<file path="config.mk">
export PLATFORM = sky130hd
export DESIGN_NAME = stack_cpu
export DESIGN_NICKNAME = d
export VERILOG_FILES = /design/src/cpu_pkg.sv /design/src/stack_cpu.sv
export SDC_FILE = /design/constraint.sdc
export NUM_CORES = 1
export LEC_CHECK = 0
export BUFFER_PORTS_ARGS = -buffer_cell sky130_fd_sc_hd__buf_4
export CORE_MARGIN = 10
export CORE_UTILIZATION = 60
export CTS_BUF_LIST = sky130_fd_sc_hd__clkbuf_4 sky130_fd_sc_hd__clkbuf_8 sky130_fd_sc_hd__clkbuf_16
export CTS_CLUSTER_DIAMETER = 150
export DETAILED_ROUTE_END_ITERATION = 10
export HOLD_SLACK_MARGIN = 0.03
export PLACE_DENSITY = 0.8
export SLEW_MARGIN = 20
export SYNTH_ARGS = -nofsm -noshare
export SYNTH_HDL_FRONTEND = slang
export SYNTH_SLANG_ARGS = --single-unit
</file>
<file path="constraint.sdc">
create_clock -name sys_clk -period 8.4 [get_ports sys_clk]
set_input_delay 0.84 -clock sys_clk [delete_from_list [all_inputs] [get_ports sys_clk]]
set_output_delay 0.84 -clock sys_clk [all_outputs]
set_load 0.02 [all_outputs]
</file>
<file path="src/cpu_pkg.sv">
package cpu_pkg;

  localparam int addr_width = 10;

  typedef logic [15:0] word_t;
  typedef logic [addr_width-1:0] addr_t;

  localparam addr_t prog_base  = 10'h100;  // load and boot address
  localparam addr_t tx_addr    = 10'd1;    // store here goes out on the uart
  localparam word_t end_marker = 16'hffff;

  typedef enum logic [4:0] {
    op_add   = 5'd0,
    op_sub   = 5'd1,
    op_and   = 5'd2,
    op_dup   = 5'd3,
    op_load  = 5'd4,
    op_store = 5'd5,
    op_jmp   = 5'd6,
    op_jz    = 5'd7,
    op_halt  = 5'd8
  } opcode_e;

  // msb picks the view
  typedef union packed {
    struct packed {
      logic        is_push;  // set
      logic [14:0] imm;
    } push;
    struct packed {
      logic        is_push;  // clear
      opcode_e     opcode;
      addr_t       addr;
    } oper;
  } insn_t;

endpackage

</file>
<file path="src/stack_cpu.sv">
`timescale 1ns/10ps

module stack_cpu import cpu_pkg::*; #(
  parameter int stack_depth = 8
) (
  input  logic        sys_clk,
  input  logic        rst_n,
  input  logic        run,
  output addr_t       rd_addr,
  input  word_t       rdata,
  output logic        cpu_we,
  output addr_t       cpu_addr,
  output word_t       cpu_wdata,
  output logic        tx_valid,
  output logic [7:0]  tx_byte,
  output logic [47:0] stack_top
);

  localparam int sp_w  = $clog2(stack_depth + 1);
  localparam int idx_w = $clog2(stack_depth);

  localparam logic [1:0] st_fetch = 2'd0;
  localparam logic [1:0] st_exec  = 2'd1;  // decode and execute
  localparam logic [1:0] st_load  = 2'd2;
  localparam logic [1:0] st_halt  = 2'd3;

  logic [1:0]      state;
  addr_t           pc;
  logic [sp_w-1:0] sp;  // count of entries, also next free slot
  word_t           stk [stack_depth];

  insn_t            insn;
  logic             is_op;
  logic [idx_w-1:0] top_idx;
  logic [idx_w-1:0] sec_idx;
  logic [idx_w-1:0] push_idx;
  word_t            top;
  word_t            second;
  word_t            alu_out;

  logic             stk_we;
  logic [idx_w-1:0] stk_widx;
  word_t            stk_wdata;

  assign insn     = rdata;  // instruction word is valid in st_exec
  assign is_op    = (state == st_exec) && !insn.oper.is_push;
  assign top_idx  = idx_w'(sp - 1'b1);
  assign sec_idx  = idx_w'(sp - 2'd2);
  assign push_idx = idx_w'(sp);
  assign top      = stk[top_idx];
  assign second   = stk[sec_idx];

  // load address goes out while the instruction is on rdata
  assign rd_addr   = (state == st_exec) ? insn.oper.addr : pc;
  assign cpu_we    = is_op && (insn.oper.opcode == op_store);
  assign cpu_addr  = insn.oper.addr;
  assign cpu_wdata = top;

  always_comb begin
    case (insn.oper.opcode)
      op_add:  alu_out = second + top;
      op_sub:  alu_out = second - top;
      default: alu_out = second & top;
    endcase
  end

  always_comb begin
    stk_we    = 1'b0;
    stk_widx  = push_idx;
    stk_wdata = alu_out;
    if (state == st_load) begin
      stk_we    = 1'b1;
      stk_wdata = rdata;
    end else if (state == st_exec) begin
      if (insn.push.is_push) begin
        stk_we    = 1'b1;
        stk_wdata = word_t'(insn.push.imm);  // zero extend
      end else begin
        case (insn.oper.opcode)
          op_add, op_sub, op_and: begin
            stk_we   = 1'b1;
            stk_widx = sec_idx;  // result replaces second
          end
          op_dup: begin
            stk_we    = 1'b1;
            stk_wdata = top;
          end
          default: stk_we = 1'b0;
        endcase
      end
    end
  end

  always_ff @(posedge sys_clk) begin
    if (stk_we) stk[stk_widx] <= stk_wdata;
  end

  always_ff @(posedge sys_clk or negedge rst_n) begin
    if (!rst_n) begin
      state    <= st_fetch;
      pc       <= prog_base;
      sp       <= '0;
      tx_valid <= 1'b0;
    end else begin
      tx_valid <= cpu_we && (cpu_addr == tx_addr);
      if (!run) begin
        state <= st_fetch;  // held until the program is in
        pc    <= prog_base;
        sp    <= '0;
      end else begin
        case (state)
          st_fetch: state <= st_exec;
          st_load: begin
            sp    <= sp + 1'b1;
            state <= st_fetch;
          end
          st_exec: begin
            state <= st_fetch;
            pc    <= pc + 1'b1;
            if (insn.push.is_push) begin
              sp <= sp + 1'b1;
            end else begin
              case (insn.oper.opcode)
                op_add, op_sub, op_and, op_store: sp <= sp - 1'b1;
                op_dup:  sp <= sp + 1'b1;
                op_load: state <= st_load;
                op_jmp:  pc <= insn.oper.addr;
                op_jz: begin
                  sp <= sp - 1'b1;
                  if (top == '0) pc <= insn.oper.addr;
                end
                op_halt: state <= st_halt;
                default: ;  // unknown opcode runs as nop
              endcase
            end
          end
          default: state <= st_halt;  // stays halted
        endcase
      end
    end
  end

  always_ff @(posedge sys_clk) begin
    if (cpu_we) tx_byte <= cpu_wdata[7:0];
  end

  // entry 0 is the top of stack, empty slots read as zero
  for (genvar i = 0; i < 6; i++) begin : g_top
    assign stack_top[8*i +: 8] =
      (sp > sp_w'(i)) ? stk[idx_w'(sp - sp_w'(i + 1))][7:0] : 8'h00;
  end

endmodule

</file>
==> impl_metrics.yaml <==
synth:
  netlist_instances: 922
  synth_most_common_cell: "edfxtp_1"
  yosys_warnings: 0
  synth.distinct_cells: 73
  synth_area_um2: 10900
  yosysSeqAreaShare_pct: 41.3
  synth_ff_type: "edfxtp_1"
  ys_top_cells_by_count: "136 x edfxtp_1, 121 x nand2_1, 86 x mux4_2"
  ys_ff_latch: 153
  syn_avg_cell_area_um2: 11.8
  synth-edff-count: 136
  yosysTopAreaCellShare_pct: 37.4
  ys_top_cells_by_area: "edfxtp_1 37%, mux4_2 18%, nand2_1 4.2%, dfrtp_1 3.7%, ha_1 3.0%"
  synth_fp_nets: 968
  async_reset_ff_share_pct: 11.1
  synth_top_area_cell: "edfxtp_1"
power_and_ir_drop:
  p_per_area_nw_per_um2: 220
  max-vdd-ir-drop_mv: 0.178
  leakagePower_uw: 0.00453
setup_path:
  crit_start: "sp[0]"
  rr_endpoint: "stk[5][14]"
  r2r-start: "sp[0]"
  cp-start-kind: "register"
  worstPathArrival_ns: 6.47
  rrSetupSlack_ns: 2.05
  worstRegToRegCells: 18
  crit_type: "reg2reg"
  crit_path_max_fanout: 36
  endpoint_kind: "register"
  required_ns: 8.52
  setup.worst_path.end: "stk[5][14]"
global_route:
  grt_max_degree: 51
  grt_pass1_vias: 8539
  antenna_found_initial: 0
  grt_usage_pct: 26.5
  grt_pass1_wl_mm: 49.9
  grt-ovfl-total: 0
placed_design:
  place.gp.congestion: 0.939
  port_buffers: 112
  place_area_um2: 11800
  pre_cts_ws_ns: 2.25
  hpwl_mm: 22.8
final_layout:
  stdcell_area_um2: 12400
  nNetsFinal: 1054
  drive_above_1_share_pct: 28.7
  diodes: 0
  area_delta_synth_final_pct: 13.6
drt:
  drtIter0Drc: 1246
  routed_wirelength_mm: 32.5
  ant_nets: 0
  drc: 0
  routed_via_density: 7.01
  num_vias: 8766
  firstDrtPassIters: 6
  wl_per_cell_um: 26.0
timing:
  fmax_ghz: 0.157
  worstMarginPinSlew_ns: 1.11
  setup_viol: 0
  drv_slew: 0
  relSlewSlack_pct: 25.6
  hold_viol_final: 0
  period_share_pct: 75.6
  rsz0062_at_grt: "false"
  finalSetupTns_ns: 0
  fin_worst_skew_ns: 0.0122
  worst_slack_ns: 2.05
  layout_min_cycle_time_ns: 6.35
clocking:
  cts.sinks: 153
  path_clk_slew_ns: 0.07
  cts_setup_buffers: 0
  clock_latency_ns: 0.44
  numCtsBuffers: 17
  cts_tree: "done"
  ctsResizeCount: 0
  clockRootBuffer: "clkbuf_16"
  htree_levels: 4
  clock_path_buffers: 2
  postCtsHoldBufs: 0
run_status:
  status: "complete, no violations"
floorplan:
  die_width_um: 155
  start_util_pct: 61.0
  io_pins: 113
  rows: 49
  die_h_um: 155
  dieArea_um2: 24000
  core_area_um2: 17900
flow_run:
  maxCapViolations: 0
hold_path:
  hold_path.class: "in2async"
-- logic make-up (layout without fill, tap and decap cells) --
group / after synthesis / count (layout) / synth area share (%)
AO/OA/AOI/OAI: 170 / 170 / 9.63
XOR/XNOR: 38 / 38 / 3.22
adder cells (fa/ha/maj): 27 / 27 / 3.16
buffers and inverters: 96 / 195 / 4.91
flip-flops: 153 / 153 / 41.3
multiplexers: 148 / 148 / 25.6
AND/OR/NAND/NOR: 290 / 290 / 12.2
-- sequential cells by signal, summed over array words and instances, names as in the netlist --
name,flops
pc,10
tx_byte,8
tx_valid,1
sp,4
state,2
stk,128
-- worst min-delay path by stage --
stage | to | slack [ns] | start
global route | sp[0] | 0.29 | rst_n
finish | sp[0] | 0.28 | rst_n
global placement | pc[8] | 0.54 | pc[8]
CTS | sp[0] | 0.28 | rst_n
detailed placement | pc[8] | 0.55 | pc[8]
floorplan | pc[8] | 0.51 | pc[8]
-- metal layers --
layer / track usage [%] / part of all wire (%) / up-vias
met3: 7.33 / 13 / 96
met1: 34.0 / 37 / 4257
met4: 10.7 / 3.2 / 0
met5: 0 / 0 / -
met2: 41.8 / 47 / 702
li1: - / - / 3711
-- where the power goes --
group	total, uW	internal (uW)	switching [uW]
clock	776	447	329
sequential	924	897	27.3
combinational	1020	406	615
-- critical path, stage by stage (launching register included) --
cell and delay, ns:
dfrtp_4 0.79, inv_1 0.22, ha_2 0.29, xor2_4 0.42
buf_4 0.38, mux4_1 0.71, nor4_2 0.49, inv_1 0.12
o21ai_0 0.28, xor2_1 0.18, ha_1 0.31, a21o_1 0.21
a21oi_1 0.30, nor2b_1 0.09, a31oi_1 0.20, nand3_1 0.11
o211a_1 0.15, xnor2_1 0.12, o21ai_0 0.66
-- area by class of cell --
| type | count | area [um^2] |
|---|---|---|
| clock buffer | 18 | 433 |
| inverter | 30 | 113 |
| timing repair buffer | 133 | 998 |
| tap | 229 | 287 |
| multi-input combinational | 673 | 5890 |
| sequential | 153 | 4520 |
| clock inverter | 14 | 158 |
| fill | 1215 | 5510 |
-- cells in the final DEF, fill, tap and decap left out, types with 12 or more instances in the layout --
master / count
a21oi_1: 62
buf_4: 133
clkbuf_16: 17
dfrtp_1: 14
edfxtp_1: 136
ha_1: 25
inv_1: 30
mux2_2: 17
mux2i_1: 30
mux4_1: 12
mux4_2: 86
nand2_1: 121
nand3_1: 16
nor2_1: 76
nor3_1: 25
o21ai_0: 39
xnor2_1: 27
-- metrics by stage --
stage	utilization, %	total power [uW]	hold WS (ns)	std cells
6_report	69.2	2720	0.283	1250
5_1_grt	69.2	2830	0.288	1250
4_1_cts	69.2	2700	0.282	1250
3_5_place_dp	65.9	1930	0.548	1218
3_3_place_gp	65.9	1910	0.536	1218
2_1_floorplan	-	1650	0.513	922
Note: power is estimated with default switching activity, not from simulation.
