$ cat config.mk
export PLATFORM = sky130hd
export DESIGN_NAME = program_loader
export DESIGN_NICKNAME = d
export VERILOG_FILES = /design/src/cpu_pkg.sv /design/src/program_loader.sv
export SDC_FILE = /design/constraint.sdc
export NUM_CORES = 1
export LEC_CHECK = 0
export BUFFER_PORTS_ARGS = -buffer_cell sky130_fd_sc_hd__buf_2
export CORE_AREA = 2 2 54 56
export CTS_BUF_LIST = sky130_fd_sc_hd__clkbuf_16
export DETAILED_ROUTE_END_ITERATION = 16
export DIE_AREA = 0 0 56 58
export MAX_ROUTING_LAYER = met4
export PLACE_DENSITY = 0.7
export SYNTH_ARGS = -nofsm -noshare
export SYNTH_HDL_FRONTEND = slang
export SYNTH_SLANG_ARGS = --single-unit
$ cat constraint.sdc
create_clock -name sys_clk -period 1.5 [get_ports sys_clk]
set_input_delay 0.225 -clock sys_clk [delete_from_list [all_inputs] [get_ports sys_clk]]
set_output_delay 0.225 -clock sys_clk [all_outputs]
set_load 0.03 [all_outputs]
$ cat src/cpu_pkg.sv
package cpu_pkg;

  localparam int addr_width = 10;

  typedef logic [15:0] word_t;
  typedef logic [addr_width-1:0] addr_t;

  localparam addr_t prog_base  = 10'h100;  // load and boot address
  localparam addr_t tx_addr    = 10'd1;    // store here goes out on the uart
  localparam word_t end_marker = 16'hffff;

  typedef enum logic [4:0] {
    op_add   = 5'd0,
    op_sub   = 5'd1,
    op_and   = 5'd2,
    op_dup   = 5'd3,
    op_load  = 5'd4,
    op_store = 5'd5,
    op_jmp   = 5'd6,
    op_jz    = 5'd7,
    op_halt  = 5'd8
  } opcode_e;

  // msb picks the view
  typedef union packed {
    struct packed {
      logic        is_push;  // set
      logic [14:0] imm;
    } push;
    struct packed {
      logic        is_push;  // clear
      opcode_e     opcode;
      addr_t       addr;
    } oper;
  } insn_t;

endpackage

$ cat src/program_loader.sv
`timescale 1ns/10ps

module program_loader import cpu_pkg::*; (
  input  logic       sys_clk,
  input  logic       rst_n,
  input  logic [7:0] rx_byte,
  input  logic       rx_valid,
  output logic       load_we,
  output addr_t      load_addr,
  output word_t      load_data,
  output logic       run
);

  logic  phase;      // 0 waits for high byte, 1 for low byte
  logic  byte_in;
  logic  word_done;
  word_t next_word;

  assign byte_in   = rx_valid && !run;  // bytes after the marker are dropped
  assign word_done = byte_in && phase;
  assign next_word = {load_data[7:0], rx_byte};

  always_ff @(posedge sys_clk or negedge rst_n) begin
    if (!rst_n) begin
      phase     <= 1'b0;
      load_we   <= 1'b0;
      load_addr <= prog_base;
      run       <= 1'b0;
    end else begin
      load_we <= word_done && (next_word != end_marker);
      if (byte_in) phase <= ~phase;
      if (word_done && next_word == end_marker) run <= 1'b1;
      if (load_we) load_addr <= load_addr + 1'b1;  // next word goes one higher
    end
  end

  // two-byte shift register, doubles as the write data
  always_ff @(posedge sys_clk) begin
    if (byte_in) load_data <= next_word;
  end

endmodule

==> impl_metrics.toml, run 1 <==
[cts]
cts_resized = 0
cts_setup_buffers = 0
cts.sinks = 29
clockRootBuffer = "clkbuf_16"
clockBufferDepth = 2
path_clk_slew_ps = 50
numCtsBuffers = 5
clk_latency_ps = 270
cts_tree = "yes"
ctsHoldBuffers = 1
h-tree-depth = 2

[synthesis]
async_flop_share_pct = 44.8
postSynthAreaPerCell_um2 = 16.7
yosysMostFrequentCell = "edfxtp_1"
synth_edf_count = 16
synth_area_mm2 = 0.00107
yosysUniqueCellTypes = 17
ys_seq_area_share_pct = 75.5
ys_seq_elements = 29
synth_top_area_share_pct = 45.0
synth_ff_type = "edfxtp_1"
yosysWarningCount = 0
netlist_top_cells_count = "edfxtp_1, dfrtp_1, nand4_1, xor2_1"
yosysTopAreaCell = "edfxtp_1"
syn-num-nets = 76
synthCells = 64
synth_area_leaders = "edfxtp_1, dfrtp_1, xor2_1"

[sta]
drv_slew = 0
max_freq_mhz = 806
setup_tns_ps = 0
finalCritPeriodShare_pct = 82.7
final_hold_viol_count = 0
setup_viol = 0
fin_crit_ps = 1240
slew-limit-headroom_pct = 72.8
rsz0062_at_grt = "false"
tightestPinTransition_ps = 405
clock_skew_ps = 6.01

[setup_path]
path_max_fanout = 3
cp_slowest_cell = "dfstp_2"
start_kind = "flip-flop"
cpLargestDelayFamily = "flip-flops"
crit_path_end_kind = "output port"
r2r_setup_slack_ps = 290
arrival_ps = 1010
critPathBufInv = 1
reg2reg_from = "load_addr[0]"
critPathRequiredTime_ps = 1270
timing.rr.end = "load_addr[8]"
reg2reg_depth = 4
crit_type = "reg2out"
slowest_delay_ps = 550
path_cells = "buf_2"

[layout]
insertedDiodeCount = 0
nNetsFinal = 122
syn2layout_area_growth_pct = 35.6
drive_above_1_share_pct = 45.9
final_area_mm2 = 0.00145
fillCellCount = 235

[die]
die_h_um = 58
core_area_mm2 = 0.00266
rows = 19
dieArea_mm2 = 0.00325
initial_core_util_pct = 40.1
boundaryPins = 39
die_w_um = 56

[routing]
wl_per_cell_um = 13.7
initialDrtViolationCount = 3
ant_nets = 0
drt-vias-per-instance = 4.76
route.detailed.drc = 0
first_pass_iters = 3
vias = 676
wl_um = 1950

[min_path]
min_path_cells = 1
hp-class = "in2reg"
hp-start = "rx_byte[3]"
worstHoldEndpoint = "load_data[3]"

[pwr]
powerDensity_mw_per_mm2 = 1780
leakagePower_nw = 0.664
vdd_drop_max_uv = 1420
total_power_mw = 2.58

[place]
dp_hpwl_um = 1420
dpl_cell_area_mm2 = 0.00130
port_buffers = 38
place_congestion = 0.745

[flow_run]
max_cap_violations = 0

[status]
outcome = "finished clean"

[global_route]
antenna_found_initial = 0
grt_max_degree = 19
grt_usage_pct = 13.9
grt.overflow.total = 0
grt_first_pass_wirelength_um = 3080
grt_pass1_vias = 669
## where the power goes
group	internal (mW)	switching, mW	leakage [nW]	total (mW)
logic	0.178	0.351	0.269	0.529
clock network	0.591	0.292	0.0738	0.883
registers	0.983	0.180	0.322	1.16
total	1.75	0.823	0.664	2.58
## worst max path at each step
stage,startpoint,end,slack [ps],cells past startpoint
after floorplan,run,load_data[0],60,1
after global placement,load_data[2],run,340,3
after detailed placement,load_addr[0],load_addr[8],290,4
after CTS,load_addr[8],load_addr[8],250,1
after global routing,load_addr[0],load_addr[8],190,4
final,load_addr[8],load_addr[8],260,1
## state kept, by name, indices dropped and copies added, names as in the netlist
register   flops
load_data     16
load_we        1
load_addr     10
run            1
phase          1
## placed cells by master (no fill, tap or decap), drive strengths merged
cell and count:
buf 39, nand2 4, clkinv 1, and3 1, edfxtp 16, inv 2
dfrtp 12, nor4 1, dfstp 1, xnor2 4, mux2 1, clkbuf 5
dlygate4sd3 1, ha 1, nor3 2, a31o 1, xor2 6, nor2 3
nor2b 1, nand4 9
## per-layer routing
layer	track usage (%)	share of wire [%]	routed length, µm	vias to the layer above
li1	-	-	-	333
met1	14.9	39	754	318
met2	20.2	53	1020	19
met3	4.91	5.4	106	6
met4	12.2	3.1	60	0
met5	-	0	0	-
## cells by family after synthesis
group	count (synthesis)	synth area share, %
AOI/OAI and AO/OA	1	0.820
xor gates and xnor gates	10	8.20
adders and majority gates	1	1.17
buffers and inverters	1	0.468
DFF	29	75.5
muxes	1	1.05
and+or+nand+nor	21	12.8
## through the flow
stage               hold slack (ps)  util (%)  cells  setup WS, ps
floorplan                     -70.6         -     64          64.2
global placement                121      48.9    133           341
detailed placement              128      48.9    133           293
CTS                             141      54.4    142           252
global route                    139      54.4    142           192
finish                          149      54.4    142           260
## final cells by class
cell class	count	area, µm²	area share (%)
clock buffers	5	125	8.64
well taps	31	38.8	2.68
repair buffers	40	208	14.3
flip-flops and latches	29	807	55.7
multi-input cells	34	259	17.9
clock inverters	3	11.3	0.777
Power figures use the tool's default switching activity.
==> run 2: changes to the inputs <==
==> constraint.sdc (replaced) <==
create_clock -name sys_clk -period 1.1 [get_ports sys_clk]
set_input_delay 0.165 -clock sys_clk [delete_from_list [all_inputs] [get_ports sys_clk]]
set_output_delay 0.165 -clock sys_clk [all_outputs]
set_load 0.03 [all_outputs]
==> run 2 against run 1 <==
- the flow now finishes with violations (setup timing)
- sequential power is 40% higher
- worst hold slack worse by 62 ps
- sequential share of layout area is 4.8 points lower
- register-to-register slack worse by 270 ps
- utilization is 5.9 points higher
- largest power group unchanged
- via count is 5.2% higher
- critical path depth stayed put
- die area stayed put
- flip-flop and latch count stayed put
==> impl_metrics.toml, run 2 (synthesized netlist as in run 1, its figures left out) <==
[min_path]
hp-class = "in2reg"
hp-start = "rx_byte[0]"
min_path_cells = 1
worstHoldEndpoint = "load_data[0]"

[die]
dieArea_mm2 = 0.00325
rows = 19
die_w_um = 56
initial_core_util_pct = 40.1
die_h_um = 58
core_area_mm2 = 0.00266
boundaryPins = 39

[sta]
finalCritPeriodShare_pct = 101
hold_ws_ps = 88.0
max_freq_mhz = 904
final_hold_viol_count = 0
fin_crit_ps = 1110
rsz0062_at_grt = "true"
setup_viol = 1
drv_slew = 0
clock_skew_ps = 5.27
slew-limit-headroom_pct = 80.3
setup_ws_ps = -6.35
tightestPinTransition_ps = 296

[setup_path]
timing.rr.end = "run"
path_max_fanout = 3
reg2reg_from = "load_data[6]"
crit_path_end_kind = "output port"
critPathRequiredTime_ps = 940
cp_slowest_cell = "dfstp_2"
path_cells = "buf_6"
crit_cells = 1
reg2reg_depth = 3
cpLargestDelayFamily = "flip-flops"
arrival_ps = 940
r2r_setup_slack_ps = 20
crit_type = "reg2out"
slowest_delay_ps = 550
start_kind = "flip-flop"
critPathBufInv = 1

[layout]
final_common_cell = "buf_2"
final_cell_mix = "buf_2, edfxtp_1, nand4_1, dfrtp_2, buf_4"
final_core_util_pct = 60.3
top_regs = "load_data (16), load_addr (10)"
syn2layout_area_growth_pct = 50.2
drive_above_1_share_pct = 61.0
insertedDiodeCount = 0
largest_reg_flops = 16
top_register = "load_data"
nNetsFinal = 129

[cts]
h-tree-depth = 2
numCtsBuffers = 5
cts.sinks = 29
clk_latency_ps = 270
path_clk_slew_ps = 50
clockRootBuffer = "clkbuf_16"
cts_tree = "yes"
clockBufferDepth = 2

[pwr]
vdd_drop_max_uv = 1950
total_power_mw = 3.98
powerDensity_mw_per_mm2 = 2480
leakagePower_nw = 0.727

[routing]
top_layer_used = "met4"
initialDrtViolationCount = 12
ant_nets = 0
dr_wl_met3_um = 80
route.detailed.drc = 0
vias = 711
first_pass_iters = 4
wl_um = 2080
wl_per_cell_um = 13.9
wl_met1_um = 841
drt-vias-per-instance = 4.77
met2_length_um = 1120

[place]
port_buffers = 38
dp_hpwl_um = 1500
place_congestion = 0.709

[flow_run]
max_cap_violations = 0

[global_route]
grt_first_pass_wirelength_um = 3370
antenna_found_initial = 0
grt_pass1_vias = 703
grt_max_degree = 19
grt.overflow.total = 0
grt_usage_pct = 14.6

[status]
violations = "setup timing"
outcome = "finished, violations left"
-- run 2: worst max-delay path by stage --
| stage | from | endpoint | slack, ps |
|---|---|---|---|
| floorplan | load_data[1] | run | -90 |
| global placement | load_data[6] | run | 50 |
| detailed placement | load_data[2] | run | -0.9 |
| CTS | load_addr[8] | load_addr[8] | -30 |
| global route | load_data[6] | run | -40 |
| finish | load_addr[8] | load_addr[8] | -6 |
-- run 2: what timing repair did --
| item | CTS | global route |
|---|---|---|
| pin swaps | 1 | 2 |
| endpoints found under the setup margin | 3 | 7 |
| hold endpoints to repair | 12 | 0 |
| gates resized for setup | 3 | 3 |
| setup buffers | 2 | 5 |
| hold buffers | 1 | 0 |
-- run 2: area by class of cell --
type                            count  area [µm²]
Timing Repair Buffer               47         285
Sequential cell                    29         817
Fill cell                         208        1060
Clock inverter                      3        38.8
Clock buffer                        5         125
Multi-Input combinational cell     34         300
Tap cell                           31        38.8
-- run 2: metrics by stage --
stage	cell area [µm²]	std cells	setup WS, ps	setup TNS (ps)
detailed placement	1360	133	-0.889	-0.889
finish	1610	149	-6.35	-6.35
floorplan	1120	64	-91.2	-1550
CTS	1550	144	-25.2	-27.5
global placement	1360	133	50.2	0
global route	1610	149	-44.8	-70.9
-- run 2: routing by layer --
layer / GRT usage, % / up-vias
met4: 8.16 / 0
met1: 17.2 / 349
met5: - / -
met3: 4.24 / 4
li1: - / 341
met2: 22.7 / 17
-- run 2: power breakdown --
| group | internal (mW) | total (mW) | switching [mW] |
|---|---|---|---|
| clock | 1.05 | 1.47 | 0.422 |
| combinational | 0.365 | 0.883 | 0.518 |
| sequential | 1.36 | 1.62 | 0.261 |
| total | 2.78 | 3.98 | 1.20 |
