==> config.mk <==
export PLATFORM = sky130hd
export DESIGN_NAME = uart_tx
export DESIGN_NICKNAME = d
export VERILOG_FILES = /design/src/uart_tx.sv
export SDC_FILE = /design/constraint.sdc
export NUM_CORES = 1
export LEC_CHECK = 0
export ABC_AREA = 1
export BUFFER_PORTS_ARGS = -buffer_cell sky130_fd_sc_hd__buf_2
export CORE_MARGIN = 5
export CORE_UTILIZATION = 55
export CTS_BUF_LIST = sky130_fd_sc_hd__clkbuf_4
export DETAILED_ROUTE_END_ITERATION = 12
export PLACE_DENSITY = 0.8
export SETUP_SLACK_MARGIN = 0.05
export SLEW_MARGIN = 0
export SYNTH_ARGS = -nofsm -noshare
export SYNTH_HDL_FRONTEND = slang
export SYNTH_SLANG_ARGS = --single-unit
==> constraint.sdc <==
create_clock -name sys_clk -period 1.7 [get_ports sys_clk]
set_clock_uncertainty 0.05 [all_clocks]
set_input_delay 0.34 -clock sys_clk [delete_from_list [all_inputs] [get_ports sys_clk]]
set_output_delay 0.34 -clock sys_clk [all_outputs]
set_load 0.01 [all_outputs]
==> src/uart_tx.sv <==
`timescale 1ns/10ps

module uart_tx #(
  parameter int clks_per_bit = 234
) (
  input  logic       sys_clk,
  input  logic       rst_n,
  input  logic       tx_valid,
  input  logic [7:0] tx_byte,
  output logic       tx
);

  localparam int cnt_w = $clog2(clks_per_bit);

  logic             busy;
  logic [cnt_w-1:0] cnt;
  logic [3:0]       nbits;  // bits already put on the line after start
  logic [8:0]       shreg;  // stop bit above the data
  logic             bit_end;
  logic             accept;

  assign bit_end = busy && (cnt == cnt_w'(clks_per_bit - 1));
  assign accept  = !busy && tx_valid;

  always_ff @(posedge sys_clk or negedge rst_n) begin
    if (!rst_n) begin
      busy  <= 1'b0;
      cnt   <= '0;
      nbits <= 4'd0;
      tx    <= 1'b1;
    end else if (accept) begin
      busy  <= 1'b1;
      cnt   <= '0;
      nbits <= 4'd0;
      tx    <= 1'b0;  // start bit
    end else if (bit_end) begin
      cnt <= '0;
      if (nbits == 4'd9) begin
        busy <= 1'b0;  // stop bit done
      end else begin
        tx    <= shreg[0];
        nbits <= nbits + 1'b1;
      end
    end else if (busy) begin
      cnt <= cnt + 1'b1;
    end
  end

  always_ff @(posedge sys_clk) begin
    if (accept) begin
      shreg <= {1'b1, tx_byte};
    end else if (bit_end) begin
      shreg <= {1'b1, shreg[8:1]};
    end
  end

endmodule

==> summary.md, run 1 <==
| Metric | Value |
|---|---|
| Status | completed |
| Core outline area | around 2000 um2 |
| Post-Route WL | 1.96 mm |
| Most frequent cells in the layout | 43 x nand2_1, 14 x nor2_1, 13 x dfrtp_1 |
| Synth top area share | 0.280 |
| DIE HEIGHT | 56.0 um |
| Fin crit period | 1530 ps |
| CTS tree | done |
| Arrival time at the worst endpoint | roughly 1500 ps |
| Layer with the highest usage | met2 |
| Top cells by area, synth | dfrtp_1 28%, edfxtp_1 21%, nand2_1 14% |
| Final ANT Viol Nets | 0 |
| Synth warn | 0 |
| DIE AREA | between 3000 and 4000 um2 |
| Met1 usage | 0.167 |
| Flop-to-flop setup slack | 170 ps |
| Max rail drop VDD | 0.680 mV |
| Cell count after synthesis | 133 |
| Row cnt | 16 |
| Tcrit/Tclk final | 0.898 |
| Xor/xnor share of the synthesized area | 0.0226 |
| Reg2reg end | shreg[4]$_DFFE_PP_ |
| Fin worst setup slack | approximately 170 ps |
| Initial antenna violation count | 0 |
| Place WS | 150 ps |
| RSZ-0062 raised after global routing | no |
| ANT cells | 0 |
| Final setup vio count | 0 |
| # clock sinks | 22 |
| Num ports | 12 |
| Reg2reg start | cnt[1]$_DFFE_PN0P_ |
| Hold Crit Class | in2reg |
| Vias per cell | 4.89 |
| Setup crit end kind | flop |
| Area grow syn2layout | 11.2% |
| Latest clock arrival within the worst-skew pair | between 300 and 400 ps |
| Leak | 0.631 nW |
| Met2 usage in global routing | 0.240 |
| Vias in the first global route | 852 |
| Worst reg-to-reg path cell count | 7 |
| Seq/Total Area, Yosys | 0.509 |
| Seq cells post-synth | 22 |
| DP HPWL | 1.48 mm |
| Syn Nets | 148 |
| CP required | 1690 ps |
| Synthesized cell area | 1160 um2 |
| Clock root cell | clkbuf_4 |
| Sequential cell area | 592 um2 |
| Clk buf depth | 2 |
| Final layout net count | 166 |
| GP Congestion | 0.859 |
| Mux cell area share after synthesis | 0 |
| Gr usage total | 0.140 |
| Critical path startpoint category | flop |
| Max-slew violation count | 0 |
| CP max FO | 6 |
| Iteration count of the initial detailed-routing pass | 3 |
| WHS | approximately 230 ps |
| FILL cells | 161 |
| Crit path launch | cnt[1]$_DFFE_PN0P_ |
| First-pass GRT wire length | 3.50 mm |
| WL/cell | 11.1 um |
| CTS HTree Levels | 1 |
| Setup CP Type | reg2reg |
| Multi-input gate area | about 500 um2 |
| Die Wd | 56.0 um |
| Initial DRC Count | 15 |
| Worst-Margin Slew | 321 ps |
| Synth cell types | 26 |
| Max-slew headroom | 0.786 |
| Max Clk Rate | 655 MHz |
| Compound-Gate Fraction of Synth Area | 0.0366 |
| Most common cell after layout, fill and taps aside | nand2_1 |
| Main combinational cell family by area after synthesis | simple AND/OR/NAND/NOR gates |
| Fin. Hold Viols | 0 |
| DRC errors left | 0 |
| Initial core utilization | 0.587 |
| Clk pin slew, worst setup/hold paths | approximately 120 ps |
| Power Density | 1010 nW/um2 |
| Global route overflow | 0 |
| Port-buffer cells | 11 |
| Max-cap violations | 0 |
| Pin count of the biggest net entering global routing | 15 |
| Fin Setup TNS | 0 ps |
| Layout cells sized above 1 | 0.213 |
| Adder-cell share of the synthesized area | 0.0430 |
| Met3 usage | 0.0232 |
| Average size of a mapped cell | 8.75 um2 |
| Simple-gate share of the synthesized area | 0.325 |
| Dominant cell type by area after synthesis | dfrtp_1 |
| CTS buffer count | 3 |
| Worst Setup EP | shreg[4]$_DFFE_PP_ |
| Via count | 865 |
[power by group]
| group | leakage [nW] | switching [mW] | internal [mW] | total [mW] |
|---|---|---|---|---|
| Sequential | 0.232 | 0.0905 | 0.647 | 0.737 |
| Clock | 0.0154 | 0.160 | 0.0859 | 0.246 |
| Combinational | 0.383 | 0.183 | 0.140 | 0.324 |
| Total | 0.631 | 0.434 | 0.873 | 1.31 |
[state kept, by name, indices dropped and copies added (netlist names)]
signal	flops
busy	1
cnt	8
shreg	8
tx	1
nbits	4
[synthesized netlist by cell type, drive strengths merged]
cell type and count:
nand2 46, nor2 19, dfrtp 13, inv 13, nand3 12, edfxtp 8, a21oi 4, ha 4
nor3 3, buf 2, o21ai 2, xor2 2, a31oi 1, dfstp 1, o22ai 1, or2 1
xnor2 1
[layer usage]
layer  part of all wire  vias up
met5                  0        -
met4              0.022        0
met3              0.017        5
met2               0.50        6
met1               0.46      398
li1                   -      456
[through the flow]
step	utilization	instance area [um2]	instances	total power, mW
6_report	0.653	1290	177	1.31
5_1_grt	0.653	1290	177	1.41
4_1_cts	0.645	1280	176	1.32
3_5_place_dp	0.626	1240	171	1.07
3_3_place_gp	0.626	1240	171	1.06
2_1_floorplan	-	1160	133	0.987
[final cells by class]
cell class	count	share of cell area
Inverter	13	0.0377
Clock inverter	1	0.00290
Sequential cell	22	0.457
Clock buffer	3	0.0174
Tap cell	27	0.0261
Timing Repair Buffer	15	0.0706
Multi-Input combinational cell	96	0.388
[worst max-delay path, cell delays in order, from the launching register on]
cell	delay, ps
dfrtp_1	430
inv_1	90
ha_1	140
inv_1	50
nor2_2	120
nand3_2	120
nand2_4	120
buf_4	150
[worst min-delay path by stage]
| stage | start | slack [ps] | endpoint | cells past startpoint |
|---|---|---|---|---|
| after floorplan | rst_n | -6 | busy$_DFFE_PN0P_ | 0 |
| after global placement | rst_n | 200 | cnt[1]$_DFFE_PN0P_ | 1 |
| after detailed placement | rst_n | 200 | cnt[0]$_DFFE_PN0P_ | 1 |
| after CTS | tx_byte[7] | 230 | shreg[7]$_SDFFCE_PN1P_ | 2 |
| after global routing | tx_byte[7] | 220 | shreg[7]$_SDFFCE_PN1P_ | 2 |
| final | tx_byte[7] | 230 | shreg[7]$_SDFFCE_PN1P_ | 2 |
[logic make-up (layout without fill, tap and decap cells)]
family,Yosys count,count (layout)
AOI/OAI and AO/OA,8,8
xor gates and xnor gates,3,3
adders and majority gates,4,4
buffers and inverters,15,32
DFF,22,22
and+or+nand+nor,81,81
[repair_timing]
item | in CTS | in global routing
hold buffers | 1 | 0
endpoints found under the setup margin | 0 | 9
setup buffers | 0 | 1
endpoints found under the hold margin | 13 | 0
resized for setup | 0 | 2
Power figures use the tool's default switching activity.
==> run 2: changes to the inputs <==
--- a/config.mk
+++ b/config.mk
@@ -8,10 +8,10 @@
 export ABC_AREA = 1
 export BUFFER_PORTS_ARGS = -buffer_cell sky130_fd_sc_hd__buf_2
 export CORE_MARGIN = 5
-export CORE_UTILIZATION = 55
+export CORE_UTILIZATION = 54
 export CTS_BUF_LIST = sky130_fd_sc_hd__clkbuf_4
 export DETAILED_ROUTE_END_ITERATION = 12
-export PLACE_DENSITY = 0.8
+export PLACE_DENSITY = 0.82
 export SETUP_SLACK_MARGIN = 0.05
 export SLEW_MARGIN = 0
 export SYNTH_ARGS = -nofsm -noshare
==> constraint.sdc (replaced) <==
create_clock -name sys_clk -period 1.4 [get_ports sys_clk]
set_clock_uncertainty 0.05 [all_clocks]
set_input_delay 0.28 -clock sys_clk [delete_from_list [all_inputs] [get_ports sys_clk]]
set_output_delay 0.28 -clock sys_clk [all_outputs]
set_load 0.01 [all_outputs]
==> run 2 against run 1 <==
Compared with the run above: the flow now finishes with violations (negative setup slack); combinational power rose by 68%; largest power group unchanged; wire length rose by 16%; total power rose by 31%; fmax rose by 5.1%; global-route usage rose by 0.051 points; die area rose by 1.5%; worst setup slack got worse by 230 ps; via count rose by 8.1%; clock-buffer cell count did not move; register-to-register slack got worse by 230 ps; sequential power rose by 20%; sequential share of layout area fell by 3.3 points.
==> summary.md, run 2 (synthesis gave the netlist of run 1 again) <==
| Metric | Value |
|---|---|
| Failing checks | negative setup slack |
| Place WS | -3.14 ps |
| WHS Path Cells | 2 |
| Num ports | 12 |
| Core outline area | 2000 um2 |
| Arrival time at the worst endpoint | 1440 ps |
| Reg power frac | 0.517 |
| Flop-to-flop setup slack | -50 ps |
| CP required | ~1400 ps |
| Finished Core Util | 0.699 |
| Vias per cell | 5.17 |
| Power Density | approximately 1200 nW/um2 |
| WL/cell | 12.5 um |
| ANT cells | 0 |
| Vias in the first global route | 823 |
| Reg2reg end | shreg[0]$_DFFE_PP_ |
| DIE AREA | ~3200 um2 |
| Max Clk Rate | 689 MHz |
| NetSw | 0.581 mW |
| Tcrit/Tclk final | 1.04 |
| Iteration count of the initial detailed-routing pass | 4 |
| Worst-Margin Slew | approximately 320 ps |
| Gr usage total | 0.141 |
| Clock Power Share | 0.166 |
| Pint | 1.13 mW |
| Reg2reg start | cnt[1]$_DFFE_PN0P_ |
| Row cnt | 16 |
| Clk pin slew, worst setup/hold paths | 110 ps |
| Latest clock arrival within the worst-skew pair | 300 ps |
| Most common cell after layout, fill and taps aside | nand2_1 |
| FILL cells | roughly 150 |
| Fin worst setup slack | -52.0 ps |
| CP max FO | 6 |
| Fin. Hold Viols | 0 |
| Layout cells sized above 1 | 0.299 |
| Worst reg-to-reg path cell count | 7 |
| Initial DRC Count | 48 |
| Global route overflow | 0 |
| First-pass GRT wire length | 3.55 mm |
| Max-cap violations | 0 |
| CTS tree | done |
| Die Wd | 56.4 um |
| Post-Route WL | around 2.3 mm |
| Max rail drop VDD | 0.992 mV |
| DP HPWL | 1.49 mm |
| Via count | 935 |
| Hold Path End | shreg[7]$_SDFFCE_PN1P_ |
| Most frequent cells in the layout | 41 x nand2_1, 13 x nor2_1, 12 x dfrtp_1 |
| Hold Crit Class | in2reg |
| Final layout net count | 170 |
| Clock root cell | clkbuf_4 |
| Fin crit period | 1450 ps |
| Hold wc startpoint | tx_byte[7] |
| Initial antenna violation count | 0 |
| DIE HEIGHT | ~56 um |
| Max-slew headroom | 0.785 |
| Pin count of the biggest net entering global routing | 15 |
| Initial core utilization | 0.581 |
| Max-slew violation count | 0 |
| Area grow syn2layout | 20.2% |
| Clk buf depth | 2 |
| CTS buffer count | 3 |
| Setup CP Type | reg2reg |
| Power share of the combinational group | 0.317 |
| Leak | 0.661 nW |
| Final ANT Viol Nets | 0 |
| Net Sw Frac | 0.339 |
| Largest regs | cnt x8, shreg x8, nbits x4 |
| Final setup vio count | 8 |
| Critical path startpoint category | flop |
| # clock sinks | 22 |
| GP Congestion | 0.790 |
| DRC errors left | 0 |
| Status | finished with violations |
| Setup crit end kind | flop |
| CTS HTree Levels | 1 |
| RSZ-0062 raised after global routing | yes |
| Port-buffer cells | 11 |
## run 2: how the worst max path moves through the flow
| stage | from | end | slack [ps] | cells past startpoint |
|---|---|---|---|---|
| 6_report | cnt[1]$_DFFE_PN0P_ | shreg[0]$_DFFE_PP_ | -50 | 7 |
| 3_3_place_gp | cnt[1]$_DFFE_PN0P_ | shreg[7]$_SDFFCE_PN1P_ | 30 | 7 |
| 2_1_floorplan | cnt[1]$_DFFE_PN0P_ | shreg[0]$_DFFE_PP_ | 7 | 7 |
| 3_5_place_dp | cnt[1]$_DFFE_PN0P_ | shreg[6]$_DFFE_PP_ | -3 | 7 |
| 4_1_cts | cnt[1]$_DFFE_PN0P_ | shreg[6]$_DFFE_PP_ | -10 | 7 |
| 5_1_grt | cnt[1]$_DFFE_PN0P_ | shreg[0]$_DFFE_PP_ | -100 | 7 |
## run 2: layer usage
layer / wire length, um / vias to the layer above / global-route usage
met4: 38 / 0 / 0.0508
met1: 988 / 422 / 0.191
met2: 1110 / 38 / 0.221
li1: - / 467 / -
met3: 130 / 8 / 0.0275
met5: 0 / - / 0
## run 2: power groups by stage
stage	Clock (mW)	Combinational (mW)	Sequential [mW]
2_1_floorplan	0	0.310	0.889
3_3_place_gp	0	0.442	0.887
3_5_place_dp	0	0.465	0.890
4_1_cts	0.305	0.470	0.879
5_1_grt	0.333	0.620	0.903
6_report	0.285	0.544	0.887
## run 2: through the flow
stage | instances | TNS (ps) | hold WS [ps] | instance area, um2 | total power, mW
after CTS | 179 | -91.6 | 168 | 1310 | 1.65
final | 181 | -248 | 180 | 1400 | 1.72
after global routing | 181 | -916 | 166 | 1400 | 1.86
after global placement | 174 | 0 | 140 | 1280 | 1.33
after floorplan | 133 | 0 | -65.6 | 1170 | 1.20
after detailed placement | 174 | -22.3 | 145 | 1280 | 1.36
## run 2: final cells by class
| cell class | instances | area [um2] | area share |
|---|---|---|---|
| multi-input combinational | 96 | 539 | 0.386 |
| tap | 27 | 33.8 | 0.0242 |
| clock buffer | 3 | 22.5 | 0.0161 |
| clock inverter | 1 | 3.75 | 0.00268 |
| sequential | 22 | 593 | 0.424 |
| inverter | 13 | 48.8 | 0.0349 |
| timing repair buffer | 19 | 158 | 0.113 |
## run 2: what timing repair did
| item | CTS | global route |
|---|---|---|
| setup endpoints to repair | 12 | 26 |
| pin swaps | 1 | 2 |
| resized for setup | 1 | 15 |
| endpoints found under the hold margin | 13 | 0 |
| buffers inserted | 0 | 1 |
| gates cloned | 0 | 1 |
| hold buffers | 1 | 0 |
## run 2: critical path, cell delays in order (launching register included)
cell and delay [ps]:
dfrtp_1 410, inv_2 80, ha_4 120, inv_2 40
nor2_4 90, nand3_2 110, nand2_4 130, clkbuf_16 150
==> run 3: changes to the inputs <==
--- a/config.mk
+++ b/config.mk
@@ -5,7 +5,6 @@
 export SDC_FILE = /design/constraint.sdc
 export NUM_CORES = 1
 export LEC_CHECK = 0
-export ABC_AREA = 1
 export BUFFER_PORTS_ARGS = -buffer_cell sky130_fd_sc_hd__buf_2
 export CORE_MARGIN = 5
 export CORE_UTILIZATION = 54
==> run 3 against run 2 <==
Compared with the run above: the run still ends with negative setup slack left; clock-buffer cell count is the same; register-to-register slack lost 80 ps; critical endpoint is now tx$_DFFE_PN1P_; highest routed layer unchanged; synthesized cell count shrank 9.0%; combinational power grew 50%; fmax shrank 5.2%; largest power group unchanged; critical path depth shrank 1; global-route usage grew 5.2 points; largest cell class is now multi-input gates; design area grew 13%; cell count grew 1.7%.
==> summary.md, run 3 <==
| Metric | Value |
|---|---|
| Status | finished with violations |
| Failing checks | negative setup slack |
| Fin crit period | 1530 ps |
| WHS | 164 ps |
| Tcrit/Tclk final | 1.09 |
| Num ports | 12 |
| Syn Nets | between 100 and 150 |
| FILL cells | between 150 and 200 |
| Gr usage total | 0.193 |
| Cell count after synthesis | 121 |
| ANT cells | 0 |
| CTS buffer count | 3 |
| Seq/Total Area, Yosys | 0.495 |
| Iteration count of the initial detailed-routing pass | 4 |
| DP HPWL | 2.03 mm |
| Setup crit end kind | flop |
| Final setup vio count | 15 |
| WL/cell | 15.5 um |
| Final layout net count | approximately 170 |
| Top-count cell post-synth | nand2_1 |
| Initial DRC Count | 18 |
| Power after layout | 2.00 mW |
| Layout cells sized above 1 | 0.340 |
| Leak | 0.668 nW |
| Max-slew headroom | 0.765 |
| Max-cap violations | 0 |
| DIE AREA | 3250 um2 |
| Worst path bufs/invs | 2 |
| Max Clk Rate | between 600 and 700 MHz |
| Max-slew violation count | 0 |
| CP max FO | 6 |
| Max rail drop VDD | 0.987 mV |
| Top cells by area, synth | dfrtp_1 27%, edfxtp_1 20%, nand2_1 9.7% |
| Area grow syn2layout | 32.5% |
| Critical path startpoint category | flop |
| Worst-Margin Slew | 351 ps |
| Vias in the first global route | 1059 |
| Die Wd | 57.0 um |
| Synth Flop Type | dfrtp_1 |
| Pin count of the biggest net entering global routing | 15 |
| First-pass GRT wire length | 4.80 mm |
| Clk pin slew, worst setup/hold paths | 120 ps |
| Synth async-reset ratio | 0.636 |
| Synth cell types | 37 |
| Post-Route WL | 2.86 mm |
| Synth top area share | 0.272 |
| Worst reg-to-reg path cell count | 6 |
| Power share of the combinational group | 0.407 |
| Power Density | between 1000 and 1500 nW/um2 |
| Max incr delay on CP | 410 ps |
| CTS HTree Levels | 1 |
| Final ANT Viol Nets | 0 |
| Clock root cell | clkbuf_4 |
| Most frequent cells in the layout | 31 x nand2_1, 17 x buf_4, 11 x dfrtp_1 |
| Dominant cell type by area after synthesis | dfrtp_1 |
| Vias per cell | approximately 5.8 |
| Largest regs | cnt x8, shreg x8, nbits x4 |
| CTS tree | done |
| Post-synth EDFFs | 8 |
| NetSw | 0.690 mW |
| Slowest CP cell | dfrtp_1 |
| Core outline area | about 2200 um2 |
| Hold Crit Class | in2reg |
| Arrival time at the worst endpoint | 1720 ps |
| Fin. Hold Viols | 0 |
| DRC errors left | 0 |
| WHS Path Cells | 3 |
| Port-buffer cells | 11 |
| RSZ-0062 raised after global routing | yes |
| Setup CP Type | reg2reg |
| Synth warn | 0 |
| Pint | ~1.3 mW |
| CP cell instances | inv_2 > ha_4 > nand4bb_4 > buf_6 > o311ai_0 > o211ai_1 |
| Flop-to-flop setup slack | -130 ps |
| CP required | 1590 ps |
| GP Congestion | a little over 0.8 |
| Row cnt | 17 |
| Reg power frac | 0.441 |
| CP delay by family, top | compound AO/OA/AOI/OAI gates |
| Initial antenna violation count | 0 |
| Latest clock arrival within the worst-skew pair | about 320 ps |
| Synthesized cell area | between 1000 and 1500 um2 |
| Stages on worst setup path | 6 |
| Most common cell after layout, fill and taps aside | nand2_1 |
| Initial core utilization | 0.551 |
| Fin worst setup slack | -132 ps |
| Top post-synthesis cells by count | 31 x nand2_1, 13 x dfrtp_1, 8 x edfxtp_1 |
| Net Sw Frac | 0.344 |
| Clk buf depth | 2 |
| Clock Power Share | 0.153 |
| Global route overflow | 0 |
| DIE HEIGHT | approximately 57 um |
| Seq cells post-synth | 22 |
| # clock sinks | 22 |
| Via count | 1064 |
| Average size of a mapped cell | approximately 10 um2 |
[run 3: cell count changes after synthesis, sizes merged, moves of 2 or more]
cell / change
a21oi: -2
clkbuf: +2
inv: -10
nand2: -15
nand2b: +4
nand3: -7
nor2: -13
o2111ai: +2
o211ai: +4
o21ai: +4
o311ai: +2
o31ai: +3
or4: +2
[run 3: worst paths after layout]
path | startpoint | end
hold reg to reg | shreg[0]$_DFFE_PP_ | tx$_DFFE_PN1P_
setup / recovery | cnt[1]$_DFFE_PN0P_ | tx$_DFFE_PN1P_
setup reg to reg | cnt[1]$_DFFE_PN0P_ | tx$_DFFE_PN1P_
max in group asynchronous | rst_n | tx$_DFFE_PN1P_
min in group asynchronous | rst_n | cnt[7]$_DFFE_PN0P_
hold / removal | tx_byte[3] | shreg[3]$_DFFE_PP_
[run 3: power groups by stage]
stage	clock network, mW	registers [mW]	logic, mW
after detailed placement	0	0.875	0.656
final	0.306	0.883	0.814
after global routing	0.345	0.900	0.876
after floorplan	0	0.919	0.286
after CTS	0.308	0.870	0.762
after global placement	0	0.868	0.610
[run 3: cells by family after synthesis]
group	Yosys count	share of synthesized area
buffers and inverters	8	0.0293
adder cells (fa/ha/maj)	4	0.0419
XOR/XNOR	3	0.0220
multiplexers	1	0.00838
AND/OR/NAND/NOR	60	0.265
AO/OA/AOI/OAI	23	0.138
flip-flops	22	0.495
[run 3: area by class of cell]
type	instances	area (um2)	share of cell area
timing repair buffer	36	287	0.181
clock inverter	1	3.75	0.00237
multi-input combinational	91	629	0.398
inverter	3	11.3	0.00711
clock buffer	3	22.5	0.0142
sequential	22	594	0.375
tap	28	35.0	0.0221
[run 3: metal layers]
layer / vias to the layer above / track usage / part of all wire
met5: - / 0 / 0
met2: 35 / 0.316 / 0.49
met3: 13 / 0.0362 / 0.050
li1: 511 / - / -
met4: 0 / 0.119 / 0.042
met1: 505 / 0.233 / 0.42
[run 3: worst min-delay path, cell delays in order]
cell	delay, ps
buf_2	70
nand2_1	40
nand2_1	40
[run 3: through the flow]
step | TNS [ps] | worst slack [ps] | std cells | util | cell area [um2]
4_1_cts | -1140 | -125 | 184 | 0.716 | 1550
3_5_place_dp | -2180 | -201 | 177 | 0.668 | 1450
5_1_grt | -2330 | -198 | 184 | 0.730 | 1580
6_report | -1270 | -132 | 184 | 0.730 | 1580
2_1_floorplan | -3190 | -298 | 121 | - | 1210
3_3_place_gp | -1390 | -136 | 177 | 0.668 | 1450
[run 3: what timing repair did]
action | CTS | global route
pin swaps | 5 | 1
hold buffers | 1 | 0
endpoints found under the setup margin | 29 | 28
endpoints found under the hold margin | 13 | 0
resized for setup | 13 | 7
setup buffers | 2 | 0
